[src/rv_pkg.sv]
// shared types for the multicycle rv64i subset core, which knows only the opcodes in opcode_e
package rv_pkg;

  // instruction cycle steps
  localparam logic [7:0] ID_CYCLE   = 8'd4;
  localparam logic [7:0] LAST_CYCLE = 8'd6;

  // store widths
  localparam logic [2:0] FUNCT3_SB  = 3'b000;
  localparam logic [2:0] FUNCT3_SH  = 3'b001;
  localparam logic [2:0] FUNCT3_SW  = 3'b010;
  localparam logic [2:0] FUNCT3_SD  = 3'b011;

  // branch conditions
  localparam logic [2:0] FUNCT3_BEQ = 3'b000;
  localparam logic [2:0] FUNCT3_BNE = 3'b001;

  // major opcode, instruction bits 6:2
  typedef enum logic [4:0] {
    OP_LOAD   = 5'b00000,
    OP_FENCE  = 5'b00011,
    OP_IMM    = 5'b00100,
    OP_AUIPC  = 5'b00101,
    OP_STORE  = 5'b01000,
    OP_REG    = 5'b01100,
    OP_LUI    = 5'b01101,
    OP_BRANCH = 5'b11000,
    OP_JALR   = 5'b11001,
    OP_JAL    = 5'b11011,
    OP_SYSTEM = 5'b11100
  } opcode_e;

  typedef enum logic [2:0] {
    IT_R    = 3'd0,
    IT_I    = 3'd1,
    IT_S    = 3'd2,
    IT_B    = 3'd3,
    IT_U    = 3'd4,
    IT_J    = 3'd5,
    IT_NONE = 3'd6
  } itype_e;

  // decoded instruction, valid only at ID_CYCLE
  typedef struct packed {
    logic        valid;
    opcode_e     opcode;
    itype_e      itype;
    logic [2:0]  funct3;
    logic [6:0]  funct7;
    logic [4:0]  rd;
    logic [63:0] op1;
    logic [63:0] op2;
    logic [63:0] t1;
    logic [63:0] store_data;
    logic [63:0] wmask;
  } dec_t;

  // data memory request, bit mask not shifted by address
  typedef struct packed {
    logic        ren;
    logic        wen;
    logic [63:0] addr;
    logic [63:0] wdata;
    logic [63:0] wmask;
  } dmem_req_t;

endpackage
[src/core_ctrl.sv]
// six-step instruction sequencer whose halt is sticky until reset and keeps pc on the ecall
`timescale 1ns/1ps

module core_ctrl #(
  parameter logic [63:0] RESET_PC = 64'h0
) (
  input  logic        clk,
  input  logic        rst,
  input  logic [31:0] imem_data,
  input  logic        retire,
  input  logic [63:0] next_pc,
  input  logic        halt_req,
  output logic [7:0]  cycle_cnt,
  output logic [63:0] pc,
  output logic [31:0] inst,
  output logic        halt
);
  import rv_pkg::*;

  // instruction word returns in this step
  localparam logic [7:0] FETCH_CYCLE = 8'd2;

  logic stop;

  assign stop = halt || (retire && halt_req);

  // 0 after reset, then 1..LAST_CYCLE repeating
  always_ff @(posedge clk) begin
    if (rst) begin
      cycle_cnt <= '0;
    end else if (stop) begin
      cycle_cnt <= '0;
    end else if (cycle_cnt == LAST_CYCLE) begin
      cycle_cnt <= 8'd1;
    end else begin
      cycle_cnt <= cycle_cnt + 8'd1;
    end
  end

  always_ff @(posedge clk) begin
    if (rst) begin
      pc <= RESET_PC;
    end else if (retire && !halt_req) begin
      pc <= next_pc;
    end
  end

  always_ff @(posedge clk) begin
    if (cycle_cnt == FETCH_CYCLE) begin
      inst <= imem_data;
    end
  end

  always_ff @(posedge clk) begin
    if (rst) begin
      halt <= 1'b0;
    end else if (retire && halt_req) begin
      halt <= 1'b1;
    end
  end

endmodule

[config.mk]
export PLATFORM = sky130hd
export DESIGN_NAME = core_ctrl
export DESIGN_NICKNAME = d
export VERILOG_FILES = /design/src/rv_pkg.sv /design/src/core_ctrl.sv
export SDC_FILE = /design/constraint.sdc
export NUM_CORES = 1
export LEC_CHECK = 0
export ABC_AREA = 1
export BUFFER_PORTS_ARGS = -buffer_cell sky130_fd_sc_hd__buf_2
export CAP_MARGIN = 20
export CORE_AREA = 2 2 92 94
export CTS_CLUSTER_SIZE = 24
export DETAILED_ROUTE_END_ITERATION = 16
export DIE_AREA = 0 0 94 96
export PLACE_DENSITY_LB_ADDON = 0.25
export SETUP_SLACK_MARGIN = 0.05
export SKIP_CTS_REPAIR_TIMING = 1
export SLEW_MARGIN = 10
export SYNTH_ARGS = -nofsm -noshare
export SYNTH_HDL_FRONTEND = slang
export SYNTH_SLANG_ARGS = --single-unit
[constraint.sdc]
create_clock -name clk -period 6.7 [get_ports clk]
set_input_delay 0.67 -clock clk [delete_from_list [all_inputs] [get_ports clk]]
set_output_delay 0.67 -clock clk [all_outputs]
set_load 0.005 [all_outputs]
==> key figures, run 1 <==
Outcome
  • Status: finished clean

Route
  • Initial DRT Pass Iterations: 4
  • Per-cell routed wire length: approximately 13 µm
  • Routed Antenna Nets: 0
  • # DRC: 0
  • Avg Vias per Cell: 4.71
  • DRT iter0 DRCs: 114
  • WL final: roughly 9 mm
  • Via count: 3224

Timing
  • Tmin final: 1.75 ns
  • Post-Route Setup TNS: 0 ns
  • RSZ-0062 raised after global routing: false
  • Hold Vio Cnt, Final: 0
  • Final setup viols: 0
  • Final worst-path cycle share: 0.261
  • Clk_skew: 0.0157 ns
  • Worst-Margin Slew: 0.985 ns
  • Rel. slew slack: 0.343
  • Max Freq: around 570 MHz
  • Fin. max-slew vios: 0

Yosys
  • Synth Area in Compound Gates: 0.0972
  • Simple-gate portion of the synthesized area: 0.169
  • Main combinational cell family by area after synthesis: simple AND/OR/NAND/NOR gates
  • Number of distinct library cells after synthesis: 22
  • Synth Instances: 376
  • Post-synthesis mux area share: 0
  • Sequential cell area fraction in the yosys report: 0.644
  • Ys Warns: 0
  • Adder-Cell Fraction of Synth Area: 0.00666
  • Post-Syn Area per Cell: ~10 µm²
  • Post-Synth XOR/XNOR Area: 0.00466
  • Post-Synthesis Cell Area: 3760 µm²
  • #FFs+latches synth: 105
  • Net Count, Synth: ~480

Floorplan
  • Std-Cell Rows: 33
  • Die Y: 96 µm
  • Die Area: 9020 µm²
  • Initial core utilization: 0.467
  • DIE WIDTH: roughly 94 µm
  • Core area: 8050 µm²
  • # IOs: 205

CTS
  • TritonCTS Buffers: 9
  • CTS root buf: clkbuf_8
  • CTS H-tree depth: 3
  • Maximum root-to-sink buffer count: 2
  • Worst-Skew Late Latency: between 0.3 and 0.4 ns
  • # clock sinks: approximately 110
  • TritonCTS clock tree: done
  • Worst-path clk slew: 0.11 ns

GRT
  • Vias in the first global route: 2919
  • First-pass GRT wire length: 14.2 mm
  • Largest net degree at the start of global routing: 66
  • Tot GR Track Use: 0.202
  • Initial antenna violation count: 0
  • Grt total ovfl: 0

Power and ir drop
  • Final Power: 1.20 mW
  • P_leak: 2.41 nW
  • Pwr dens: 246 nW/µm²
  • Peak VDD IR: approximately 0.11 mV

Critical path
  • Critical Path Start: rst
  • Internal reg-to-reg setup slack: 5.08 ns
  • CP startpoint kind: primary input
  • Worst EP required: 7.00 ns
  • Worst setup path endpoint: cycle_cnt[3]$_SDFF_PP0_
  • Worst Setup End Kind: register
  • Crit Reg-Reg Startpoint: cycle_cnt[0]$_SDFF_PP0_
  • R2R cell count: 5
  • CP Class: primary input to register
  • CP max FO: 65
  • Worst R2R End: inst[20]$_DFFE_PN_
  • Critical Path AT: 2.06 ns

Finish
  • N_diodes: 0
  • Final net count: 676
  • Layout area overhead: 30.0%
  • Non-Filler Instances: 684
  • Share of layout cells above drive strength 1: 0.401
  • Commonest non-fill, non-tap cell in the layout: buf_2
  • Commonest cells after routing, fill and taps aside: buf_2 (204), nor2_1 (141), dfxtp_1 (73), o21ai_1 (57), edfxtp_1 (32)

Place
  • Placer Congestion: about 0.81
  • Cells after DPL: 667
  • Buffers added on ports: between 200 and 250
  • Dpl hpwl: 6.48 mm

Min path
  • Worst hold path class: primary input to register

Run
  • Max Cap Viol: 0
[report_power, final]
group          internal [mW]  switching, mW  leakage, nW
Combinational         0.0599         0.0660         1.42
Clock                  0.143          0.229       0.0936
Sequential             0.689         0.0159        0.892
Total                  0.892          0.311         2.41
[synth_stat cells]
master / number / share of area
xor2_1: 1 / 0.0023
buf_4: 3 / 0.0060
nor2_4: 1 / 0.0030
nor2_1: 141 / 0.14
xnor2_1: 1 / 0.0023
nand3_1: 5 / 0.0067
nand2_1: 17 / 0.017
edfxtp_1: 32 / 0.26
clkbuf_8: 3 / 0.011
nor3_1: 1 / 0.0013
a21oi_1: 3 / 0.0040
ha_1: 2 / 0.0067
buf_12: 6 / 0.032
inv_1: 9 / 0.0090
inv_2: 3 / 0.0030
o21ai_2: 4 / 0.0093
clkbuf_4: 6 / 0.012
o21ai_1: 57 / 0.076
buf_2: 1 / 0.0013
o21ai_0: 6 / 0.0080
buf_8: 1 / 0.0040
dfxtp_1: 73 / 0.39
[per-layer routing]
metal,GRT usage,share of wire,up-vias
li1,-,-,1624
met1,0.252,0.42,1436
met2,0.333,0.48,143
met3,0.0493,0.080,21
met4,0.0954,0.025,0
met5,0,0,-
[state kept, by name (all words and copies together), names as in the netlist]
register,count
cycle_cnt,8
pc,64
inst,32
halt,1
[how the worst min path moves through the flow]
stage | from | endpoint | slack [ns] | cells past startpoint
3_5_place_dp | pc[18]$_SDFFE_PP0P_ | pc[18]$_SDFFE_PP0P_ | 0.48 | 2
4_1_cts | imem_data[3] | inst[3]$_DFFE_PN_ | 0.46 | 1
5_1_grt | imem_data[17] | inst[17]$_DFFE_PN_ | 0.44 | 1
6_report | imem_data[28] | inst[28]$_DFFE_PN_ | 0.47 | 1
3_3_place_gp | pc[6]$_SDFFE_PP0P_ | pc[6]$_SDFFE_PP0P_ | 0.47 | 2
2_1_floorplan | halt$_SDFFE_PP0P_ | halt$_SDFFE_PP0P_ | 0.46 | 2
[worst max-delay path: stages]
cell	delay, ns
buf_2	0.11
inv_2	0.69
nand3_1	0.25
inv_1	0.12
o21ai_2	0.10
a21oi_1	0.12
[metrics by stage]
| stage | setup WS (ns) | instance area [µm²] | util | hold slack [ns] |
|---|---|---|---|---|
| floorplan | 3.39 | 3760 | - | 0.461 |
| global placement | 4.60 | 4680 | 0.582 | 0.474 |
| detailed placement | 4.55 | 4680 | 0.582 | 0.479 |
| CTS | 4.93 | 4870 | 0.605 | 0.456 |
| global route | 4.83 | 4890 | 0.607 | 0.444 |
| finish | 4.95 | 4890 | 0.607 | 0.471 |
[cell families (layout without fill, tap and decap cells)]
group                    Yosys count  after routing
AND/OR/NAND/NOR                  165            165
XOR/XNOR                           2              2
flip-flops                       105            105
adder cells (fa/ha/maj)            2              2
AO/OA/AOI/OAI                     70             70
buffers and inverters             32            235
[cell type report]
cell class	instances	area (µm²)
clock buffers	9	124
clock inverters	7	61.3
fillers	736	3160
inverters	12	45.0
multi-input cells	239	1050
flip-flops and latches	105	2420
well taps	105	131
repair buffers	207	1060
(Power assumes the default switching activity.)
==> run 2, diff against run 1 <==
--- a/config.mk
+++ b/config.mk
@@ -8,10 +8,10 @@
 export ABC_AREA = 1
 export BUFFER_PORTS_ARGS = -buffer_cell sky130_fd_sc_hd__buf_2
 export CAP_MARGIN = 20
-export CORE_AREA = 2 2 92 94
+export CORE_AREA = 2 2 96 98
 export CTS_CLUSTER_SIZE = 24
 export DETAILED_ROUTE_END_ITERATION = 16
-export DIE_AREA = 0 0 94 96
+export DIE_AREA = 0 0 98 100
 export PLACE_DENSITY_LB_ADDON = 0.25
 export SETUP_SLACK_MARGIN = 0.05
 export SKIP_CTS_REPAIR_TIMING = 1
==> constraint.sdc (replaced) <==
create_clock -name clk -period 1.76 [get_ports clk]
set_input_delay 0.176 -clock clk [delete_from_list [all_inputs] [get_ports clk]]
set_output_delay 0.176 -clock clk [all_outputs]
set_load 0.005 [all_outputs]
==> run 2 against run 1 <==
Net effect: final cell count grew 6.0%; clock skew shrank 0.0032 ns; total power grew to 4.0 times the previous value; die area rose by 8.6%; clock-buffer cell count increased by 1; flip-flop and latch count unchanged; via count is 2.9% higher; first-iteration DRC count shrank 26%; sequential share of layout area is 3.9 points lower; core utilization is 0.94 points lower; clock power grew to 4.1 times the previous value; largest cell class unchanged; highest routed layer unchanged.
==> key figures, run 2 (same netlist as run 1, synthesis figures left out) <==
Outcome
  • Status: finished clean

Route
  • Per-cell routed wire length: 13.0 µm
  • # DRC: 0
  • Avg Vias per Cell: around 4.6
  • Initial DRT Pass Iterations: 4
  • WL final: around 9.4 mm
  • Via count: 3318
  • Routed Antenna Nets: 0
  • DRT iter0 DRCs: 84

Finish
  • Reg with most FFs: pc
  • Non-Filler Instances: 725
  • # fillers: 779
  • Layout area overhead: 41.3%
  • N_diodes: 0
  • Commonest cells after routing, fill and taps aside: buf_2 (204), nor2_1 (139), dfxtp_1 (68), o21ai_1 (57), dlygate4sd3_1 (33)
  • Top Registers: pc: 64 flops, inst: 32 flops, cycle_cnt: 8 flops
  • Max reg flops: 64
  • Final net count: 711
  • Fin util: 0.598
  • Share of layout cells above drive strength 1: 0.399
  • Commonest non-fill, non-tap cell in the layout: buf_2

Timing
  • Worst-Margin Slew: roughly 0.69 ns
  • Final worst-path cycle share: 0.747
  • Hold Vio Cnt, Final: 0
  • Rel. slew slack: 0.537
  • Tmin final: 1.31 ns
  • Max Freq: 761 MHz
  • Fin. max-slew vios: 0
  • Clk_skew: 0.0125 ns
  • Setup slack after layout: 0.446 ns
  • Final setup viols: 0
  • RSZ-0062 raised after global routing: false
  • Min Hold Slack: 0.0407 ns

Place
  • Dpl ws: 0.275 ns
  • Cells after DPL: 675
  • Placer Congestion: 0.775
  • Dpl hpwl: 6.71 mm
  • Buffers added on ports: 204

Floorplan
  • Die Area: 9800 µm²
  • Core area: 8890 µm²
  • # IOs: between 200 and 250
  • Std-Cell Rows: 35
  • Initial core utilization: 0.423
  • DIE WIDTH: 98 µm
  • Die Y: about 100 µm

Critical path
  • CP max FO: 32
  • Worst path cell trace: inv_2 -> ha_4 -> nand2_2 -> nor3_4 -> buf_12
  • Critical Path AT: 1.37 ns
  • Worst EP required: 1.81 ns
  • Worst Setup End Kind: register
  • CP Class: register to register
  • Critical path's slowest cell: dfxtp_2
  • CP startpoint kind: register
  • Crit path largest cell delay: 0.35 ns
  • Internal reg-to-reg setup slack: between 0.4 and 0.5 ns

CTS
  • # clock sinks: 105
  • TritonCTS Buffers: 9
  • Worst-Skew Late Latency: 0.35 ns
  • CTS root buf: clkbuf_8
  • TritonCTS clock tree: done
  • Maximum root-to-sink buffer count: 2
  • Worst-path clk slew: roughly 0.10 ns
  • CTS H-tree depth: 3

Power and ir drop
  • Peak VDD IR: roughly 0.4 mV
  • P_leak: 2.58 nW
  • Pwr dens: 896 nW/µm²
  • Final Power: about 4.8 mW

GRT
  • Initial antenna violation count: 0
  • First-pass GRT wire length: about 14 mm
  • Grt total ovfl: 0
  • Largest net degree at the start of global routing: 65
  • Vias in the first global route: 3025
  • Tot GR Track Use: 0.178

Run
  • Max Cap Viol: 0

Min path
  • Worst hold path class: primary input to register
-- run 2: worst paths after layout --
kind,to,cells after the start,start
max,inst[5]$_DFFE_PN_,5,cycle_cnt[0]$_SDFF_PP0_
min reg2reg,halt$_SDFFE_PP0P_,2,halt$_SDFFE_PP0P_
max reg2reg,inst[5]$_DFFE_PN_,5,cycle_cnt[0]$_SDFF_PP0_
min,pc[0]$_SDFFE_PP0P_,3,next_pc[0]
-- run 2: final cells by class --
type,instances,area [µm²],share of cell area
Sequential cell,105,2430,0.457
Timing Repair Buffer,242,1410,0.266
Inverter,12,45.0,0.00848
Multi-Input combinational cell,239,1080,0.203
Clock buffer,10,138,0.0259
Tap cell,111,139,0.0261
Clock inverter,6,72.6,0.0137
-- run 2: report_power, final --
group          leakage [nW]  internal [mW]  switching, mW
Sequential            0.894           2.62         0.0591
Clock                 0.105          0.715          0.812
Combinational          1.58          0.284          0.267
Total                  2.58           3.62           1.14
-- run 2: per-stage QoR --
stage               setup TNS (ns)  instance area, µm²
finish                           0                5310
global route                     0                5310
CTS                              0                4960
detailed placement               0                4750
global placement                 0                4750
floorplan                   -0.416                3800
-- run 2: per-layer routing --
| metal | wire length (µm) | track usage | up-vias |
|---|---|---|---|
| met1 | 3970 | 0.214 | 1491 |
| met5 | 0 | 0 | - |
| li1 | - | - | 1688 |
| met4 | 73 | 0.0481 | 0 |
| met2 | 4560 | 0.305 | 135 |
| met3 | 831 | 0.0648 | 4 |
-- run 2: worst max-delay path, delay by kind of cell (launching register included) --
| kind | cells | cell delay (ns) |
|---|---|---|
| AND/OR/NAND/NOR | 2 | 0.20 |
| adder cells (fa/ha/maj) | 1 | 0.13 |
| flip-flops | 1 | 0.35 |
| buffers and inverters | 2 | 0.30 |
==> run 3, diff against run 2 <==
--- a/config.mk
+++ b/config.mk
@@ -5,13 +5,13 @@
 export SDC_FILE = /design/constraint.sdc
 export NUM_CORES = 1
 export LEC_CHECK = 0
-export ABC_AREA = 1
+export ABC_AREA = 0
 export BUFFER_PORTS_ARGS = -buffer_cell sky130_fd_sc_hd__buf_2
 export CAP_MARGIN = 20
-export CORE_AREA = 2 2 96 98
+export CORE_AREA = 2 2 95 97
 export CTS_CLUSTER_SIZE = 24
 export DETAILED_ROUTE_END_ITERATION = 16
-export DIE_AREA = 0 0 98 100
+export DIE_AREA = 0 0 97 99
 export PLACE_DENSITY_LB_ADDON = 0.25
 export SETUP_SLACK_MARGIN = 0.05
 export SKIP_CTS_REPAIR_TIMING = 1
==> constraint.sdc (replaced) <==
create_clock -name clk -period 1.3 [get_ports clk]
set_input_delay 0.13 -clock clk [delete_from_list [all_inputs] [get_ports clk]]
set_output_delay 0.13 -clock clk [all_outputs]
set_load 0.005 [all_outputs]
==> run 3 against run 2 <==
Net effect: the run now ends with setup timing left; first-iteration DRC count increased by 48%; via count rose by 5.8%; fmax fell by 7.7%; flip-flop and latch count stayed put; final cell count grew 3.3%; clock-buffer cell count is the same; critical path depth increased by 1.
==> key figures, run 3 <==
Outcome
  • Status: complete, but fails checks
  • Violated checks: setup timing

Yosys
  • Number of distinct library cells after synthesis: 22
  • Ys flop type: dfxtp_1
  • Synth top area share: 0.408
  • Yosys top cell by area: dfxtp_1
  • Area contributors post-synth: dfxtp_1 (41%), edfxtp_1 (27%), nand2_1 (14%), a21oi_1 (9.8%), buf_2 (2.1%)
  • Number of synthesized flops with an enable pin: 32
  • Sequential cell area fraction in the yosys report: 0.676
  • Synth top cells by count: nand2_1 (130), dfxtp_1 (73), a21oi_1 (70)
  • Synth async-reset ratio: 0
  • Post-Syn Area per Cell: around 9.9 µm²
  • Synth Instances: 361
  • Ys Warns: 0
  • Top-count cell post-synth: nand2_1
  • #FFs+latches synth: between 100 and 150
  • Net Count, Synth: 463
  • Post-Synthesis Cell Area: 3580 µm²

Floorplan
  • Die Y: a little under 100 µm
  • # IOs: 205
  • Std-Cell Rows: 34
  • Initial core utilization: 0.419
  • DIE WIDTH: 97 µm
  • Die Area: 9600 µm²
  • Core area: 8550 µm²

Critical path
  • Worst path buffer plus inverter count: 2
  • Critical Path AT: 1.49 ns
  • Crit path max-delay family: simple AND/OR/NAND/NOR gates
  • Critical path's slowest cell: dfxtp_4
  • Worst R2R End: inst[27]$_DFFE_PN_
  • CP Class: register to register
  • CP max FO: 32
  • Worst path cell trace: inv_2 -> ha_4 -> nor2b_4 -> nand3_2 -> nor2_4 -> buf_12
  • Internal reg-to-reg setup slack: -0.12 ns
  • Worst Setup End Kind: register
  • Crit path largest cell delay: 0.35 ns
  • CP startpoint kind: register
  • Worst EP required: 1.36 ns
  • R2R cell count: 6
  • Crit Reg-Reg Startpoint: cycle_cnt[0]$_SDFF_PP0_

Finish
  • Final net count: approximately 740
  • Layout area overhead: 60.3%
  • N_diodes: 0
  • Fin area: 5740 µm²
  • Non-Filler Instances: 749
  • Share of layout cells above drive strength 1: 0.396
  • Sequential cell area: 2430 µm²
  • Commonest non-fill, non-tap cell in the layout: buf_2
  • Reg with most FFs: pc
  • Commonest cells after routing, fill and taps aside: buf_2 (204), nand2_1 (130), dfxtp_1 (70), a21oi_1 (67), dlygate4sd3_1 (65)
  • # fillers: 701
  • Top Registers: pc: 64 flops, inst: 32 flops, cycle_cnt: 8 flops
  • Max reg flops: 64
  • Footprint of the multi-input gates: approximately 1100 µm²

Route
  • Via count: ~3500
  • Initial DRT Pass Iterations: 4
  • Routed Antenna Nets: 0
  • WL final: ~10 mm
  • Avg Vias per Cell: ~4.7
  • # DRC: 0
  • Per-cell routed wire length: 13.7 µm
  • DRT iter0 DRCs: 124

Timing
  • Hold Vio Cnt, Final: 0
  • Rel. slew slack: 0.542
  • Fin. max-slew vios: 0
  • Max Freq: 702 MHz
  • Worst-Margin Slew: around 0.69 ns
  • Clk_skew: 0.0136 ns
  • Setup slack after layout: -0.124 ns
  • Tmin final: 1.42 ns
  • Final setup viols: 33
  • Post-Route Setup TNS: -3.86 ns
  • RSZ-0062 raised after global routing: true
  • Final worst-path cycle share: 1.10

Run
  • Max Cap Viol: 0

Power and ir drop
  • Peak VDD IR: 0.632 mV
  • Final Power: ~6.3 mW
  • Pwr dens: ~1100 nW/µm²
  • P_leak: 2.56 nW

Place
  • Dpl hpwl: about 6.5 mm
  • Placed Area: 4850 µm²
  • Cells after DPL: between 600 and 700
  • Buffers added on ports: 204
  • Placer Congestion: 0.818

GRT
  • Tot GR Track Use: 0.184
  • First-pass GRT wire length: 14.4 mm
  • Vias in the first global route: 3009
  • Grt total ovfl: 0
  • Largest net degree at the start of global routing: 66
  • Initial antenna violation count: 0

CTS
  • CTS root buf: clkbuf_8
  • CTS H-tree depth: 3
  • Worst-path clk slew: 0.10 ns
  • TritonCTS clock tree: done
  • TritonCTS Buffers: 9
  • Maximum root-to-sink buffer count: 2
  • Worst-Skew Late Latency: 0.36 ns
  • # clock sinks: roughly 110

Min path
  • Cell depth of the worst hold path: 3
  • Hold Path Origin: next_pc[18]
  • Hold Path End: pc[18]$_SDFFE_PP0P_
  • Worst hold path class: primary input to register
## run 3: cell types whose count changed in the layout (fill, tap and decap cells not counted), moves of 4 or more
cell,change
a21oi_1,+64
buf_4,+10
dlygate4sd3_1,+32
inv_1,-6
nand2_1,+115
nor2_1,-134
o21ai_0,-4
o21ai_1,-56
o21ai_2,-4
## run 3: routing by layer
layer  track usage  share of wire  vias to the layer above
li1              -              -                     1750
met1         0.220           0.40                     1603
met2         0.311           0.51                      140
met3        0.0610          0.065                       18
met4        0.0661          0.023                        0
met5             0              0                        -
## run 3: layout make-up
| type | count | area share |
|---|---|---|
| flip-flops and latches | 105 | 0.423 |
| repair buffers | 286 | 0.322 |
| multi-input cells | 231 | 0.196 |
| well taps | 108 | 0.0235 |
| clock buffers | 10 | 0.0222 |
| clock inverters | 6 | 0.0113 |
| inverters | 3 | 0.00196 |
## run 3: worst max path at each step
stage | from | cells after the start | slack [ns] | end
finish | cycle_cnt[0]$_SDFF_PP0_ | 6 | -0.12 | inst[27]$_DFFE_PN_
floorplan | cycle_cnt[0]$_SDFF_PP0_ | 5 | -0.40 | inst[0]$_DFFE_PN_
detailed placement | cycle_cnt[0]$_SDFF_PP0_ | 6 | -0.11 | inst[10]$_DFFE_PN_
CTS | cycle_cnt[0]$_SDFF_PP0_ | 6 | -0.13 | inst[12]$_DFFE_PN_
global placement | cycle_cnt[0]$_SDFF_PP0_ | 6 | -0.09 | inst[23]$_DFFE_PN_
global route | cycle_cnt[0]$_SDFF_PP0_ | 6 | -0.18 | inst[12]$_DFFE_PN_
## run 3: report_power, final
group	internal [mW]	leakage (nW)	total (mW)	switching [mW]
Clock	0.904	0.0991	1.99	1.09
Sequential	3.51	0.889	3.57	0.0576
Combinational	0.432	1.57	0.784	0.352
Total	4.85	2.56	6.35	1.50
## run 3: logic make-up (layout without fill, tap and decap cells)
logic type / count (synthesis) / after routing / share of synthesized area
compound gates: 78 / 78 / 0.116
xor+xnor: 1 / 1 / 0.00245
fa+ha+maj: 2 / 2 / 0.00699
buf+inv: 25 / 305 / 0.0335
flops: 105 / 105 / 0.676
simple gates: 150 / 150 / 0.165
## run 3: worst register-to-register path, cell delays in order, from the launching register on
cell,delay (ns)
dfxtp_4,0.35
inv_2,0.06
ha_4,0.12
nor2b_4,0.15
nand3_2,0.10
nor2_4,0.14
buf_12,0.21
## run 3: metrics by stage
stage          hold slack (ns)  setup slack (ns)   util
2_1_floorplan            0.229            -0.401      -
5_1_grt                -0.0114            -0.184  0.671
3_3_place_gp             0.307           -0.0890  0.567
3_5_place_dp             0.309            -0.109  0.567
6_report               0.00339            -0.124  0.671
4_1_cts                -0.0765            -0.126  0.589
